**src/hdl/trdb_cpu_pkg.sv**
```systemverilog
// CPU side definitions for the trace encoder
// widths of the retirement port, decoded opcodes and privilege levels
package trdb_cpu_pkg;

    // datapath widths
    localparam int unsigned XLEN      = 32;
    localparam int unsigned CAUSE_LEN = 5;
    localparam int unsigned PRIV_LEN  = 2;
    localparam int unsigned INST_LEN  = 32;

    // major opcodes the encoder tells apart
    typedef enum logic [6:0] {
        OP_BRANCH = 7'b1100011,
        OP_JALR   = 7'b1100111,
        // every other opcode folds into this one
        OP_OTHER  = 7'b0000000
    } opcode_e;

    // hypervisor level 2'b10 is not traced
    typedef enum logic [PRIV_LEN-1:0] {
        PRIV_U = 2'b00,
        PRIV_S = 2'b01,
        PRIV_M = 2'b11
    } priv_lvl_e;

endpackage

```
**src/hdl/trdb_packet_pkg.sv**
```systemverilog
// packet side definitions for the trace encoder
// packet types, branch map sizing, resync limit and payload lengths
package trdb_packet_pkg;

    // packet kinds, one per reported instruction
    typedef enum logic [2:0] {
        PKT_SYNC_START  = 3'd0,
        PKT_SYNC_TRAP   = 3'd1,
        PKT_ADDR_ONLY   = 3'd2,
        PKT_BRANCH_ADDR = 3'd3,
        PKT_BRANCH_FULL = 3'd4
    } packet_type_e;

    // branch map geometry
    localparam int unsigned BRANCH_MAP_LEN   = 31;
    localparam int unsigned BRANCH_COUNT_LEN = 5;

    // traced steps between forced syncs
    localparam int unsigned RESYNC_MAX     = 16;
    localparam int unsigned RESYNC_CNT_LEN = $clog2(RESYNC_MAX + 1);

    // payload bus and its length field
    localparam int unsigned PAYLOAD_LEN = 80;
    localparam int unsigned P_LEN       = 7;

    // payload lengths in bits
    localparam logic [P_LEN-1:0] LEN_SYNC_START  = 7'd34;
    localparam logic [P_LEN-1:0] LEN_SYNC_TRAP   = 7'd72;
    localparam logic [P_LEN-1:0] LEN_ADDR_ONLY   = 7'd32;
    localparam logic [P_LEN-1:0] LEN_BRANCH_ADDR = 7'd68;
    localparam logic [P_LEN-1:0] LEN_BRANCH_FULL = 7'd36;

endpackage

```
**src/hdl/trdb_stage_pipe.sv**
```systemverilog
// instruction stage pipe, next / this / last
// shifts on each retired instruction and flags branches and jumps
`timescale 1ns/1ns

module trdb_stage_pipe import trdb_cpu_pkg::*;
(
    input  logic                 clk_i,
    input  logic                 rst_ni,
    input  logic                 inst_valid_i,
    input  logic [XLEN-1:0]      pc_i,
    input  logic [INST_LEN-1:0]  inst_data_i,
    input  logic [PRIV_LEN-1:0]  priv_lvl_i,
    input  logic                 exception_i,
    input  logic                 interrupt_i,
    input  logic [CAUSE_LEN-1:0] cause_i,
    input  logic [XLEN-1:0]      tval_i,
    input  logic                 trace_enable_i,
    output logic                 step_o,
    output logic                 tc_traced_o,
    output logic                 lc_traced_o,
    output logic [XLEN-1:0]      tc_pc_o,
    output priv_lvl_e            tc_priv_o,
    output priv_lvl_e            lc_priv_o,
    output logic                 lc_exception_o,
    output logic                 lc_interrupt_o,
    output logic [CAUSE_LEN-1:0] lc_cause_o,
    output logic [XLEN-1:0]      lc_tval_o,
    output logic                 lc_updiscon_o,
    output logic                 tc_branch_o,
    output logic                 tc_taken_o
);

    // control state
    logic                 nc_valid_q;
    logic                 nc_traced_q, tc_traced_q, lc_traced_q;
    logic                 nc_exc_q, tc_exc_q, lc_exc_q;
    opcode_e              nc_op_q, tc_op_q, lc_op_q;
    logic                 step_q;
    // payload, no reset
    logic [XLEN-1:0]      nc_pc_q, tc_pc_q;
    priv_lvl_e            nc_priv_q, tc_priv_q, lc_priv_q;
    logic                 nc_irq_q, tc_irq_q, lc_irq_q;
    logic [CAUSE_LEN-1:0] nc_cause_q, tc_cause_q, lc_cause_q;
    logic [XLEN-1:0]      nc_tval_q, tc_tval_q, lc_tval_q;

    // fold the opcode field into the few kinds we track
    function automatic opcode_e decode_op(input logic [INST_LEN-1:0] inst);
        case (inst[6:0])
            OP_BRANCH: return OP_BRANCH;
            OP_JALR:   return OP_JALR;
            default:   return OP_OTHER;
        endcase
    endfunction

    always_ff @(posedge clk_i or negedge rst_ni) begin
        if (!rst_ni) begin
            nc_valid_q  <= 1'b0;
            nc_traced_q <= 1'b0;
            tc_traced_q <= 1'b0;
            lc_traced_q <= 1'b0;
            nc_exc_q    <= 1'b0;
            tc_exc_q    <= 1'b0;
            lc_exc_q    <= 1'b0;
            nc_op_q     <= OP_OTHER;
            tc_op_q     <= OP_OTHER;
            lc_op_q     <= OP_OTHER;
            step_q      <= 1'b0;
        end else begin
            // tc becomes complete once nc is refilled
            step_q <= inst_valid_i & nc_valid_q;
            if (inst_valid_i) begin
                nc_valid_q  <= 1'b1;
                nc_traced_q <= trace_enable_i;
                tc_traced_q <= nc_traced_q;
                lc_traced_q <= tc_traced_q;
                nc_exc_q    <= exception_i;
                tc_exc_q    <= nc_exc_q;
                lc_exc_q    <= tc_exc_q;
                nc_op_q     <= decode_op(inst_data_i);
                tc_op_q     <= nc_op_q;
                lc_op_q     <= tc_op_q;
            end
        end
    end

    always_ff @(posedge clk_i) begin
        if (inst_valid_i) begin
            nc_pc_q    <= pc_i;
            tc_pc_q    <= nc_pc_q;
            nc_priv_q  <= priv_lvl_e'(priv_lvl_i);
            tc_priv_q  <= nc_priv_q;
            lc_priv_q  <= tc_priv_q;
            nc_irq_q   <= interrupt_i;
            tc_irq_q   <= nc_irq_q;
            lc_irq_q   <= tc_irq_q;
            nc_cause_q <= cause_i;
            tc_cause_q <= nc_cause_q;
            lc_cause_q <= tc_cause_q;
            nc_tval_q  <= tval_i;
            tc_tval_q  <= nc_tval_q;
            lc_tval_q  <= tc_tval_q;
        end
    end

    assign step_o         = step_q;
    assign tc_traced_o    = tc_traced_q;
    assign lc_traced_o    = lc_traced_q;
    assign tc_pc_o        = tc_pc_q;
    assign tc_priv_o      = tc_priv_q;
    assign lc_priv_o      = lc_priv_q;
    assign lc_exception_o = lc_exc_q;
    assign lc_interrupt_o = lc_irq_q;
    assign lc_cause_o     = lc_cause_q;
    assign lc_tval_o      = lc_tval_q;
    // jalr target cannot be inferred from the program image
    assign lc_updiscon_o  = (lc_op_q == OP_JALR);
    assign tc_branch_o    = (tc_op_q == OP_BRANCH);
    // no compressed instructions, fall through is always pc + 4
    assign tc_taken_o     = (nc_pc_q != tc_pc_q + XLEN'(4));

endmodule

```
**src/hdl/trdb_branch_map.sv**
```systemverilog
// branch map, one taken bit per traced branch
// bit 0 holds the oldest branch, count tracks the filled positions
`timescale 1ns/1ns

module trdb_branch_map import trdb_packet_pkg::*;
(
    input  logic                        clk_i,
    input  logic                        rst_ni,
    input  logic                        record_i,
    input  logic                        taken_i,
    input  logic                        flush_i,
    output logic [BRANCH_MAP_LEN-1:0]   map_o,
    output logic [BRANCH_COUNT_LEN-1:0] count_o,
    output logic                        full_o
);

    logic [BRANCH_MAP_LEN-1:0]   map_q;
    logic [BRANCH_COUNT_LEN-1:0] count_q;
    logic [BRANCH_MAP_LEN-1:0]   map_base;
    logic [BRANCH_COUNT_LEN-1:0] count_base;

    // flush goes first, a branch on the flushing step lands in bit 0
    assign map_base   = flush_i ? '0 : map_q;
    assign count_base = flush_i ? '0 : count_q;

    always_ff @(posedge clk_i or negedge rst_ni) begin
        if (!rst_ni) begin
            map_q   <= '0;
            count_q <= '0;
        end else if (flush_i || record_i) begin
            map_q   <= map_base;
            count_q <= count_base;
            if (record_i) begin
                // 1 means taken
                map_q[count_base] <= taken_i;
                count_q           <= count_base + 1'b1;
            end
        end
    end

    assign map_o   = map_q;
    assign count_o = count_q;
    // a full map always gets reported on the next traced step
    assign full_o  = (count_q == BRANCH_MAP_LEN);

endmodule

```
**src/hdl/trdb_priority.sv**
```systemverilog
// packet priority decision for each completed instruction
// also holds the resync counter that forces periodic sync packets
`timescale 1ns/1ns

module trdb_priority
    import trdb_cpu_pkg::*;
    import trdb_packet_pkg::*;
(
    input  logic                        clk_i,
    input  logic                        rst_ni,
    input  logic                        step_i,
    input  logic                        tc_traced_i,
    input  logic                        lc_traced_i,
    input  priv_lvl_e                   tc_priv_i,
    input  priv_lvl_e                   lc_priv_i,
    input  logic                        lc_exception_i,
    input  logic                        lc_updiscon_i,
    input  logic                        tc_branch_i,
    input  logic [BRANCH_COUNT_LEN-1:0] map_count_i,
    input  logic                        map_full_i,
    output logic                        report_o,
    output packet_type_e                type_o,
    output logic                        flush_o,
    output logic                        record_o
);

    logic                      traced_step;
    logic                      privchange;
    logic                      resync_due;
    logic                      is_sync;
    logic [RESYNC_CNT_LEN-1:0] resync_cnt_q;

    assign traced_step = step_i & tc_traced_i;
    assign privchange  = (tc_priv_i != lc_priv_i);
    assign resync_due  = (resync_cnt_q == RESYNC_MAX);

    // first matching rule wins
    always_comb begin
        report_o = 1'b0;
        type_o   = PKT_SYNC_START;
        if (traced_step) begin
            report_o = 1'b1;
            if (lc_exception_i) begin
                // handler pc plus the trap details of lc
                type_o = PKT_SYNC_TRAP;
            end else if (!lc_traced_i || privchange || resync_due) begin
                type_o = PKT_SYNC_START;
            end else if (lc_updiscon_i && map_count_i == '0) begin
                type_o = PKT_ADDR_ONLY;
            end else if (lc_updiscon_i) begin
                type_o = PKT_BRANCH_ADDR;
            end else if (map_full_i) begin
                type_o = PKT_BRANCH_FULL;
            end else begin
                // inferable, nothing to send
                report_o = 1'b0;
            end
        end
    end

    assign is_sync  = report_o && (type_o == PKT_SYNC_START || type_o == PKT_SYNC_TRAP);
    // every packet drains the map
    assign flush_o  = report_o;
    assign record_o = traced_step & tc_branch_i;

    // counts non-sync packets since the last sync
    always_ff @(posedge clk_i or negedge rst_ni) begin
        if (!rst_ni) begin
            resync_cnt_q <= '0;
        end else if (is_sync) begin
            resync_cnt_q <= '0;
        end else if (report_o) begin
            // never passes RESYNC_MAX since reaching it forces a sync
            resync_cnt_q <= resync_cnt_q + 1'b1;
        end
    end

endmodule

```
**src/hdl/trdb_packet_emitter.sv**
```systemverilog
// packet emitter, packs the chosen fields into the payload
// and registers the packet so valid lasts exactly one cycle
`timescale 1ns/1ns

module trdb_packet_emitter
    import trdb_cpu_pkg::*;
    import trdb_packet_pkg::*;
(
    input  logic                        clk_i,
    input  logic                        rst_ni,
    input  logic                        report_i,
    input  packet_type_e                type_i,
    input  logic [XLEN-1:0]             tc_pc_i,
    input  priv_lvl_e                   tc_priv_i,
    input  logic                        lc_interrupt_i,
    input  logic [CAUSE_LEN-1:0]        lc_cause_i,
    input  logic [XLEN-1:0]             lc_tval_i,
    input  logic [BRANCH_MAP_LEN-1:0]   map_i,
    input  logic [BRANCH_COUNT_LEN-1:0] count_i,
    output logic                        packet_valid_o,
    output packet_type_e                packet_type_o,
    output logic [P_LEN-1:0]            packet_length_o,
    output logic [PAYLOAD_LEN-1:0]      packet_payload_o
);

    logic [PAYLOAD_LEN-1:0] payload_d;
    logic [P_LEN-1:0]       length_d;

    // fields from bit 0 upward, upper bits stay zero
    // map and count are still the pre-flush values here
    always_comb begin
        payload_d = '0;
        length_d  = '0;
        case (type_i)
            PKT_SYNC_START: begin
                payload_d = PAYLOAD_LEN'({tc_pc_i, tc_priv_i});
                length_d  = LEN_SYNC_START;
            end
            PKT_SYNC_TRAP: begin
                payload_d = PAYLOAD_LEN'({lc_tval_i, lc_cause_i, lc_interrupt_i,
                                          tc_pc_i, tc_priv_i});
                length_d  = LEN_SYNC_TRAP;
            end
            PKT_ADDR_ONLY: begin
                payload_d = PAYLOAD_LEN'(tc_pc_i);
                length_d  = LEN_ADDR_ONLY;
            end
            PKT_BRANCH_ADDR: begin
                payload_d = PAYLOAD_LEN'({tc_pc_i, map_i, count_i});
                length_d  = LEN_BRANCH_ADDR;
            end
            PKT_BRANCH_FULL: begin
                payload_d = PAYLOAD_LEN'({map_i, count_i});
                length_d  = LEN_BRANCH_FULL;
            end
            default: begin
                payload_d = '0;
            end
        endcase
    end

    always_ff @(posedge clk_i or negedge rst_ni) begin
        if (!rst_ni) begin
            packet_valid_o <= 1'b0;
        end else begin
            packet_valid_o <= report_i;
        end
    end

    // packet fields only load on a report
    always_ff @(posedge clk_i) begin
        if (report_i) begin
            packet_type_o    <= type_i;
            packet_length_o  <= length_d;
            packet_payload_o <= payload_d;
        end
    end

endmodule

```
**src/hdl/trace_debugger.sv**
```systemverilog
// trace encoder top level
// stage pipe feeds priority and branch map, emitter drives the packet port
`timescale 1ns/1ns

module trace_debugger
    import trdb_cpu_pkg::*;
    import trdb_packet_pkg::*;
(
    input  logic                   clk_i,
    input  logic                   rst_ni,
    input  logic                   inst_valid_i,
    input  logic [XLEN-1:0]        pc_i,
    input  logic [INST_LEN-1:0]    inst_data_i,
    input  logic [PRIV_LEN-1:0]    priv_lvl_i,
    input  logic                   exception_i,
    input  logic                   interrupt_i,
    input  logic [CAUSE_LEN-1:0]   cause_i,
    input  logic [XLEN-1:0]        tval_i,
    input  logic                   trace_enable_i,
    output logic                   packet_valid_o,
    output packet_type_e           packet_type_o,
    output logic [P_LEN-1:0]       packet_length_o,
    output logic [PAYLOAD_LEN-1:0] packet_payload_o
);

    // pipe outputs
    logic                        step;
    logic                        tc_traced, lc_traced;
    logic [XLEN-1:0]             tc_pc;
    priv_lvl_e                   tc_priv, lc_priv;
    logic                        lc_exception, lc_interrupt;
    logic [CAUSE_LEN-1:0]        lc_cause;
    logic [XLEN-1:0]             lc_tval;
    logic                        lc_updiscon;
    logic                        tc_branch, tc_taken;
    // decision and map
    logic                        report, flush, record;
    packet_type_e                pkt_type;
    logic [BRANCH_MAP_LEN-1:0]   branch_map;
    logic [BRANCH_COUNT_LEN-1:0] branch_count;
    logic                        map_full;

    trdb_stage_pipe i_stage_pipe (
        .clk_i(clk_i), .rst_ni(rst_ni), .inst_valid_i(inst_valid_i), .pc_i(pc_i),
        .inst_data_i(inst_data_i), .priv_lvl_i(priv_lvl_i), .exception_i(exception_i),
        .interrupt_i(interrupt_i), .cause_i(cause_i), .tval_i(tval_i),
        .trace_enable_i(trace_enable_i), .step_o(step), .tc_traced_o(tc_traced),
        .lc_traced_o(lc_traced), .tc_pc_o(tc_pc), .tc_priv_o(tc_priv), .lc_priv_o(lc_priv),
        .lc_exception_o(lc_exception), .lc_interrupt_o(lc_interrupt), .lc_cause_o(lc_cause),
        .lc_tval_o(lc_tval), .lc_updiscon_o(lc_updiscon), .tc_branch_o(tc_branch),
        .tc_taken_o(tc_taken)
    );

    trdb_priority i_priority (
        .clk_i(clk_i), .rst_ni(rst_ni), .step_i(step), .tc_traced_i(tc_traced),
        .lc_traced_i(lc_traced), .tc_priv_i(tc_priv), .lc_priv_i(lc_priv),
        .lc_exception_i(lc_exception), .lc_updiscon_i(lc_updiscon), .tc_branch_i(tc_branch),
        .map_count_i(branch_count), .map_full_i(map_full), .report_o(report),
        .type_o(pkt_type), .flush_o(flush), .record_o(record)
    );

    trdb_branch_map i_branch_map (
        .clk_i(clk_i), .rst_ni(rst_ni), .record_i(record), .taken_i(tc_taken),
        .flush_i(flush), .map_o(branch_map), .count_o(branch_count), .full_o(map_full)
    );

    trdb_packet_emitter i_packet_emitter (
        .clk_i(clk_i), .rst_ni(rst_ni), .report_i(report), .type_i(pkt_type),
        .tc_pc_i(tc_pc), .tc_priv_i(tc_priv), .lc_interrupt_i(lc_interrupt),
        .lc_cause_i(lc_cause), .lc_tval_i(lc_tval), .map_i(branch_map),
        .count_i(branch_count), .packet_valid_o(packet_valid_o),
        .packet_type_o(packet_type_o), .packet_length_o(packet_length_o),
        .packet_payload_o(packet_payload_o)
    );

endmodule

```
**config.mk**
```make
export PLATFORM = sky130hd
export DESIGN_NAME = trace_debugger
export DESIGN_NICKNAME = d
export VERILOG_FILES = /design/src/hdl/trdb_cpu_pkg.sv /design/src/hdl/trdb_packet_pkg.sv /design/src/hdl/trdb_stage_pipe.sv /design/src/hdl/trdb_branch_map.sv /design/src/hdl/trdb_priority.sv /design/src/hdl/trdb_packet_emitter.sv /design/src/hdl/trace_debugger.sv
export SDC_FILE = /design/constraint.sdc
export NUM_CORES = 1
export LEC_CHECK = 0
export BUFFER_PORTS_ARGS = -buffer_cell sky130_fd_sc_hd__buf_2
export CELL_PAD_IN_SITES_DETAIL_PLACEMENT = 1
export CELL_PAD_IN_SITES_GLOBAL_PLACEMENT = 1
export CORE_MARGIN = 2
export CORE_UTILIZATION = 44
export DETAILED_ROUTE_END_ITERATION = 7
export PLACE_DENSITY_LB_ADDON = 0.1
export SLEW_MARGIN = 5
export SYNTH_ARGS = -nofsm -noshare
export SYNTH_HDL_FRONTEND = slang
export SYNTH_SLANG_ARGS = --single-unit
```
**constraint.sdc**
```tcl
create_clock -name clk_i -period 3.9 [get_ports clk_i]
set_clock_uncertainty 0.1 [all_clocks]
set_input_delay 0.195 -clock clk_i [delete_from_list [all_inputs] [get_ports clk_i]]
set_output_delay 0.195 -clock clk_i [all_outputs]
set_load 0.005 [all_outputs]
```
==> results.md, run 1 <==
- Routed Wire Length: 31.56 mm
- Initial antenna violation count: 0
- CP cell instances: nand4_2, or4_1, or4_1, nand2_1, o2111ai_2, nor4_4, buf_4, a31oi_1
- Layout cells sized above 1: 22.32%
- Slowest stage delay, CP: 640 ps
- Starting Density: 45.00%
- Critical path's most frequent cell: or4_1
- H-tree depth: 2
- Peak VDD IR: 0.0003901 V
- Slew @ Worst Pin: 1107 ps
- Multi-input logic area: 3322 µm²
- Fin nets: 1302
- Drt pass-1 iters: 5
- Worst-path clk slew: 60 ps
- Die Wd: 175.8 µm
- Die H: 175.8 µm
- Most used DFF post-synth: edfxtp_1
- Wire length of the first global-routing pass: 49.04 mm
- Port bufs: 164
- Clock sinks: 320
- Max-Cap Viols: 0
- N_diodes: 0
- Max clock buf depth: 3
- Worst setup path class: register to register
- Pins Over Slew Limit: 0
- Post-route non-filler standard cell count: 1598
- Number of buffers and inverters on the critical path: 1
- Crit end category: register
- Cells after Synth: 935
- Fin Hold WS: 119.7 ps
- GP Congestion: 0.8051
- Leak: 6.186 nW
- Core region area: 28860 µm²
- Avg WL per Cell: 19.75 µm
- Worst Hold Class: input pin to async pin
- EDFF count, synth: 264
- PostCTS Resize Cnt: 0
- Clock latency at the later pin of the worst-skew pair: 520 ps
- Outcome: finished clean
- Register area share after synthesis: 71.84%
- Final Setup Violations: 0
- I/O pins: 200
- Routed Antenna Nets: 0
- Vias in the first global route: 8793
- Placed Cells: 1452
- Critical path's slowest cell: edfxtp_1
- WP data required: 4170 ps
- Via total after detailed routing: 8475
- Syn-to-layout area delta: 24.44%
- P per Cell Area: 489.1 nW/µm²
- Root Driver: clkbuf_16
- Hpwl dp: 19.46 mm
- RSZ-0062 raised after global routing: no
- Async SR Flop Fraction: 17.50%
- Yosys Warn Count: 0
- Post-synth cell types: 58
- Fmax achieved: 0.2997 GHz
- Largest net degree at the start of global routing: 124
- Fillers: 2883
- Initial detailed-routing violation count: 514
- Final TNS setup: 0 ps
- Overflow after GRT: 0
- DRC viols: 0
- Slew margin rel.: 26.19%
- CTS Buf Count: 37
- Nature of the critical path startpoint: register
- CTS tree: built
- Data arrival, critical path: 3610 ps
- Fin crit share: 85.54%
- Total GRT Usage: 20.60%
- CP delay by family, top: simple AND/OR/NAND/NOR gates
- Row cnt: 62
- Post-Syn Area: 12980 µm²
- Die area: 30900 µm²
- Fin. Hold Viols: 0
- Seq cells post-synth: 320
- Vias per cell: 5.304
- Tmin final: 3336 ps
- Crit-path max FO: 31
- Register area: 9329 µm²
- Syn Area/Cell: 13.89 µm²
## cell usage in the layout (no fill, tap or decap), types with 17 or more instances in the layout
cell,Yosys,final
a21oi_1,36,36
a22o_1,37,37
a22oi_1,32,32
buf_2,10,163
buf_4,13,28
clkbuf_16,0,37
dfrtp_1,56,56
dlygate4sd3_1,0,79
edfxtp_1,264,264
nand2_1,111,111
nor2_1,51,50
nor3_1,36,35
o21ai_0,35,35
xnor2_1,31,31
xor2_1,17,17
## registers in the layout (all words and copies together) (netlist names), 31 cells and up
name / count
i_stage_pipe.nc_pc_q: 32
i_stage_pipe.nc_tval_q: 32
i_packet_emitter.packet_payload_o: 72
i_branch_map.map_o: 31
i_stage_pipe.tc_pc_o: 32
i_stage_pipe.tc_tval_q: 32
i_stage_pipe.lc_tval_o: 32
## synth_stat cells (7+ instances only)
cell type | number | area, µm²
xor2_1 | 17 | 148.9
a31oi_1 | 7 | 43.79
edfxtp_1 | 264 | 7928
nor3_1 | 36 | 180.2
nor2_1 | 51 | 191.4
ha_1 | 7 | 87.58
a21oi_1 | 36 | 180.2
and2_1 | 12 | 75.07
a22o_1 | 37 | 324.1
nand2_1 | 111 | 416.7
inv_1 | 14 | 52.55
o21ai_0 | 35 | 175.2
nand4_1 | 14 | 87.58
mux2_2 | 11 | 123.9
clkbuf_1 | 40 | 150.1
and3_1 | 10 | 62.56
nand3_1 | 14 | 70.07
a22oi_1 | 32 | 240.2
dfrtp_1 | 56 | 1401
or4_1 | 7 | 52.55
xnor2_1 | 31 | 271.5
buf_2 | 10 | 50.05
buf_4 | 13 | 97.59
## repair_timing
item,in CTS,in global routing
hold buffers,79,0
endpoints found under the hold margin,99,0
setup endpoints to repair,0,0
setup buffers,0,0
## path summary, 6_finish.rpt
kind                                         start                    endpoint  slack (ps)  cells past startpoint
min in group clk_i                      tval_i[12]  i_stage_pipe.nc_tval_q[12]         290                      2
setup / recovery           i_stage_pipe.tc_pc_o[4]       i_branch_map.map_o[3]         560                      8
hold / removal                              rst_ni     i_stage_pipe.nc_op_q[2]         120                      2
max in group asynchronous                   rst_ni      i_branch_map.map_o[25]        2680                      3
hold reg to reg              i_stage_pipe.nc_irq_q       i_stage_pipe.tc_irq_q         320                      0
setup reg to reg           i_stage_pipe.tc_pc_o[4]       i_branch_map.map_o[3]         560                      8
## area by class of cell
cell class	instances	area share [%]
Sequential cell	320	57.74
Multi-Input combinational cell	541	20.56
Timing Repair Buffer	272	11.45
Clock buffer	49	6.133
Tap cell	384	2.974
Clock inverter	18	0.8131
Inverter	14	0.3330
## through the flow
step / power [mW] / setup WS [ps] / utilization [%] / instance area [µm²]
floorplan: 4.396 / 394.2 / - / 13020
global placement: 4.676 / 661.9 / 49.36 / 14240
detailed placement: 4.696 / 623.0 / 49.36 / 14240
CTS: 7.987 / 569.6 / 55.99 / 16160
global route: 8.196 / 405.9 / 55.99 / 16160
finish: 7.904 / 563.8 / 55.99 / 16160
## logic make-up after synthesis
| kind of cell | share of synthesized area (%) |
|---|---|
| flops | 71.84 |
| simple gates | 10.80 |
| compound gates | 9.096 |
| buf+inv | 2.900 |
| xor+xnor | 3.238 |
| mux | 1.416 |
| fa+ha+maj | 0.6745 |
| other cells | 0.02888 |
## power breakdown
| group | leakage, nW | switching [mW] | internal [mW] |
|---|---|---|---|
| combinational | 2.32 | 0.333 | 0.252 |
| clock | 0.556 | 1.35 | 1.87 |
| sequential | 3.31 | 0.123 | 3.98 |
## metal layers
metal	routed length, µm	track usage, %	vias to the layer above	share of wire [%]
li1	-	-	3974	-
met1	14100	28.52	4246	45
met4	682	5.406	0	2.2
met2	15330	33.99	213	49
met3	1444	3.442	42	4.6
met5	0	0	-	0
Power figures use the tool's default switching activity.
==> run 2, diff against run 1 <==
- SYNTH_HIERARCHICAL: not set -> 1
==> run 2 against run 1 <==
Cell area increased by 6.3%. Global-route usage up 0.32 points. First-iteration DRC count grew 12%. Critical path type unchanged.
==> results.md, run 2 <==
- Clock sinks: 320 (unchanged)
- H-tree depth: 2 (unchanged)
- Total GRT Usage: 20.92% (+0.32 points)
- Fin crit share: 87.65% (+2.1 points)
- Sw power: 1.795 mW (-0.60%)
- Synth area leader: edfxtp_1
- I/O pins: 200 (unchanged)
- Worst setup path class: register to register
- Slew @ Worst Pin: 991.3 ps (-115.8 ps)
- Crit-path max FO: 8 (-74%)
- Start point of the critical path: i_stage_pipe/tc_pc_o[10]
- Fin. Hold Viols: 0 (unchanged)
- Most flop-heavy register: i_packet_emitter/packet_payload_o
- Vias per cell: 5.482 (+3.4%)
- Seq cells post-synth: 320 (unchanged)
- Leak: 6.492 nW (+5.0%)
- PostCTS Resize Cnt: 0 (unchanged)
- Post-synth top cells: edfxtp_1 (264), dfrtp_1 (56), nor2_1 (54)
- Crit end category: register
- Syn Area/Cell: 15.09 µm² (+8.6%)
- Clock power frac: 40.8% (about the same)
- Die area: 32910 µm² (+6.5%)
- Post-synth cell types: 79 (+36%)
- GP Congestion: 0.8689 (+7.9%)
- Fmax achieved: 0.2925 GHz (-2.4%)
- Critical path's slowest cell: or4_4
- Clock latency at the later pin of the worst-skew pair: 520 ps (about the same)
- N_diodes: 0 (unchanged)
- Vias in the first global route: 9280 (+5.5%)
- WP data required: 4190 ps (+20 ps)
- Max-Cap Viols: 0 (unchanged)
- Register area share after synthesis: 67.36% (-4.5 points)
- Final Setup Violations: 0 (unchanged)
- Crit Reg-Reg Startpoint: i_stage_pipe/tc_pc_o[10]
- Internal: 6.247 mW (+2.4%)
- Count leader, synth: edfxtp_1
- R2R Path End: i_branch_map/map_o[16]
- Slowest stage delay, CP: 600 ps (-40 ps)
- Core region area: 30830 µm² (+6.8%)
- Worst setup path end: i_branch_map/map_o[16]
- Worst-path clk slew: 60 ps (about the same)
- Most used DFF post-synth: edfxtp_1
- Largest net degree at the start of global routing: 130 (+4.8%)
- Worst Hold Class: input pin to register
- Starting Density: 44.92% (-0.074 points)
- Nature of the critical path startpoint: register
- CTS Buf Count: 36 (-2.7%)
- R2R depth: 11 (+3)
- RSZ-0062 raised after global routing: no
- Synth area leaders: edfxtp_1 (57%), dfrtp_1 (10%), mux2i_1 (3.4%), nor4bb_1 (2.8%), a221o_1 (2.5%)
- Avg WL per Cell: 21.39 µm (+8.3%)
- Share of the synthesized area in the top cell type: 57.24% (-3.8 points)
- Final TNS setup: 0 ps (unchanged)
- Post-CTS Setup Bufs: 0 (unchanged)
- Die Wd: 181.4 µm (+3.2%)
- EDFF count, synth: 264 (unchanged)
- Tmin final: 3418 ps (+82.07 ps)
- Data arrival, critical path: 3710 ps (+100 ps)
- Async SR Flop Fraction: 17.50% (unchanged)
- Reg-to-reg slack, setup: 480 ps (-80 ps)
- Post-Syn Area: 13850 µm² (+6.7%)
- CP cell instances: and4_4, nand4_4, or4_4, or3_1, a21boi_1, o21ba_1, o221ai_2, and2_1, buf_4, o211ai_1, a21oi_1
- Most frequent cells in the layout: edfxtp_1 (264), buf_2 (163), dlygate4sd3_1 (78)
- DRC viols: 0 (unchanged)
- Placed Cells: 1466 (+0.96%)
- Slew margin rel.: 33.91% (+7.7 points)
- Wire length of the first global-routing pass: 53.44 mm (+9.0%)
- Sw Share: 22.32% (-0.53 points)
- Yosys Warn Count: 6 (+6)
- Largest register FFs: 72 (unchanged)
- Routed Antenna Nets: 0 (unchanged)
- Port bufs: 164 (unchanged)
- Overflow after GRT: 0 (unchanged)
- Hpwl dp: 21.60 mm (+11%)
- Fin nets: 1298 (-0.31%)
- Peak VDD IR: 0.0004490 V (+15%)
- Pins Over Slew Limit: 0 (unchanged)
- Routed Wire Length: 34.37 mm (+8.9%)
- Initial detailed-routing violation count: 574 (+12%)
- Root Driver: clkbuf_16
- Sequential Power Share: 50.8% (-1.1 points)
- Cells after Synth: 918 (-1.8%)
- Drt pass-1 iters: 5 (unchanged)
- Commonest non-fill, non-tap cell in the layout: edfxtp_1
- P per Cell Area: 468.1 nW/µm² (-4.3%)
- Outcome: finished clean
- Initial antenna violation count: 0 (unchanged)
- CTS tree: built
- Max clock buf depth: 3 (unchanged)
- Syn-to-layout area delta: 24.05%
- Logic gate share of total power: 8.4% (+1.0 points)
- Layout cells sized above 1: 26.67% (+4.3 points)
- Die H: 181.4 µm (+3.2%)
- Row cnt: 64 (+3.2%)
- Post-route non-filler standard cell count: 1607 (+0.56%)
- Hold-fix buffer count after cts: 78 (-1.3%)
- Via total after detailed routing: 8810 (+4.0%)
## run 2: cells by family after synthesis
| group | share of synthesized area, % |
|---|---|
| DFF | 67.36 |
| and+or+nand+nor | 12.37 |
| AOI/OAI and AO/OA | 6.541 |
| muxes | 7.408 |
| buffers and inverters | 3.072 |
| xor gates and xnor gates | 2.954 |
| adders and majority gates | 0.2711 |
| other | 0.02708 |
## run 2: routing by layer
metal	vias up	share of wire, %	track usage (%)
met3	52	3.8	3.089
met1	4464	43	27.27
li1	4085	-	-
met2	209	51	36.46
met4	0	2.3	6.016
met5	-	0	0
## run 2: final cells by class
class                           instances  area, µm²
Fill cell                            2947      13650
Sequential cell                       320       9329
Multi-Input combinational cell        528       4170
Timing Repair Buffer                  288       2006
Clock buffer                           52       1023
Tap cell                              396      495.5
Clock inverter                         11      111.4
Inverter                               12      45.04
## run 2: worst min path at each step
stage               cells past startpoint      startpoint                          to  slack (ps)
finish                                  4  inst_data_i[4]     i_stage_pipe/nc_op_q[5]         100
global route                            4  inst_data_i[5]     i_stage_pipe/nc_op_q[5]         130
CTS                                     4  inst_data_i[4]     i_stage_pipe/nc_op_q[5]          90
detailed placement                      1        pc_i[18]    i_stage_pipe/nc_pc_q[18]         270
global placement                        1      tval_i[13]  i_stage_pipe/nc_tval_q[13]         270
floorplan                               0          rst_ni     i_branch_map/count_o[0]        -200
## run 2: power groups by stage
stage	combinational [mW]	sequential (mW)	clock, mW
CTS	0.680	4.09	3.36
global placement	0.605	4.14	0
detailed placement	0.618	4.16	0
floorplan	0.315	4.13	0
finish	0.676	4.09	3.28
global route	0.736	4.11	3.49
## run 2: metrics by stage
step	setup slack, ps	hold slack (ps)	utilization [%]	power, mW	cell area, µm²
after floorplan	816.1	-200.6	-	4.447	13880
after global placement	545.9	270.8	49.51	4.749	15260
after detailed placement	516.7	273.3	49.51	4.775	15260
after CTS	509.7	89.17	55.73	8.130	17180
after global routing	213.5	128.3	55.73	8.335	17180
final	481.7	100.1	55.73	8.042	17180
## run 2: worst max-delay path, delay by kind of cell, from the launching register on
kind,cells,cell delay (ps)
compound gates,5,700
simple gates,5,1710
flops,1,590
buf+inv,1,200
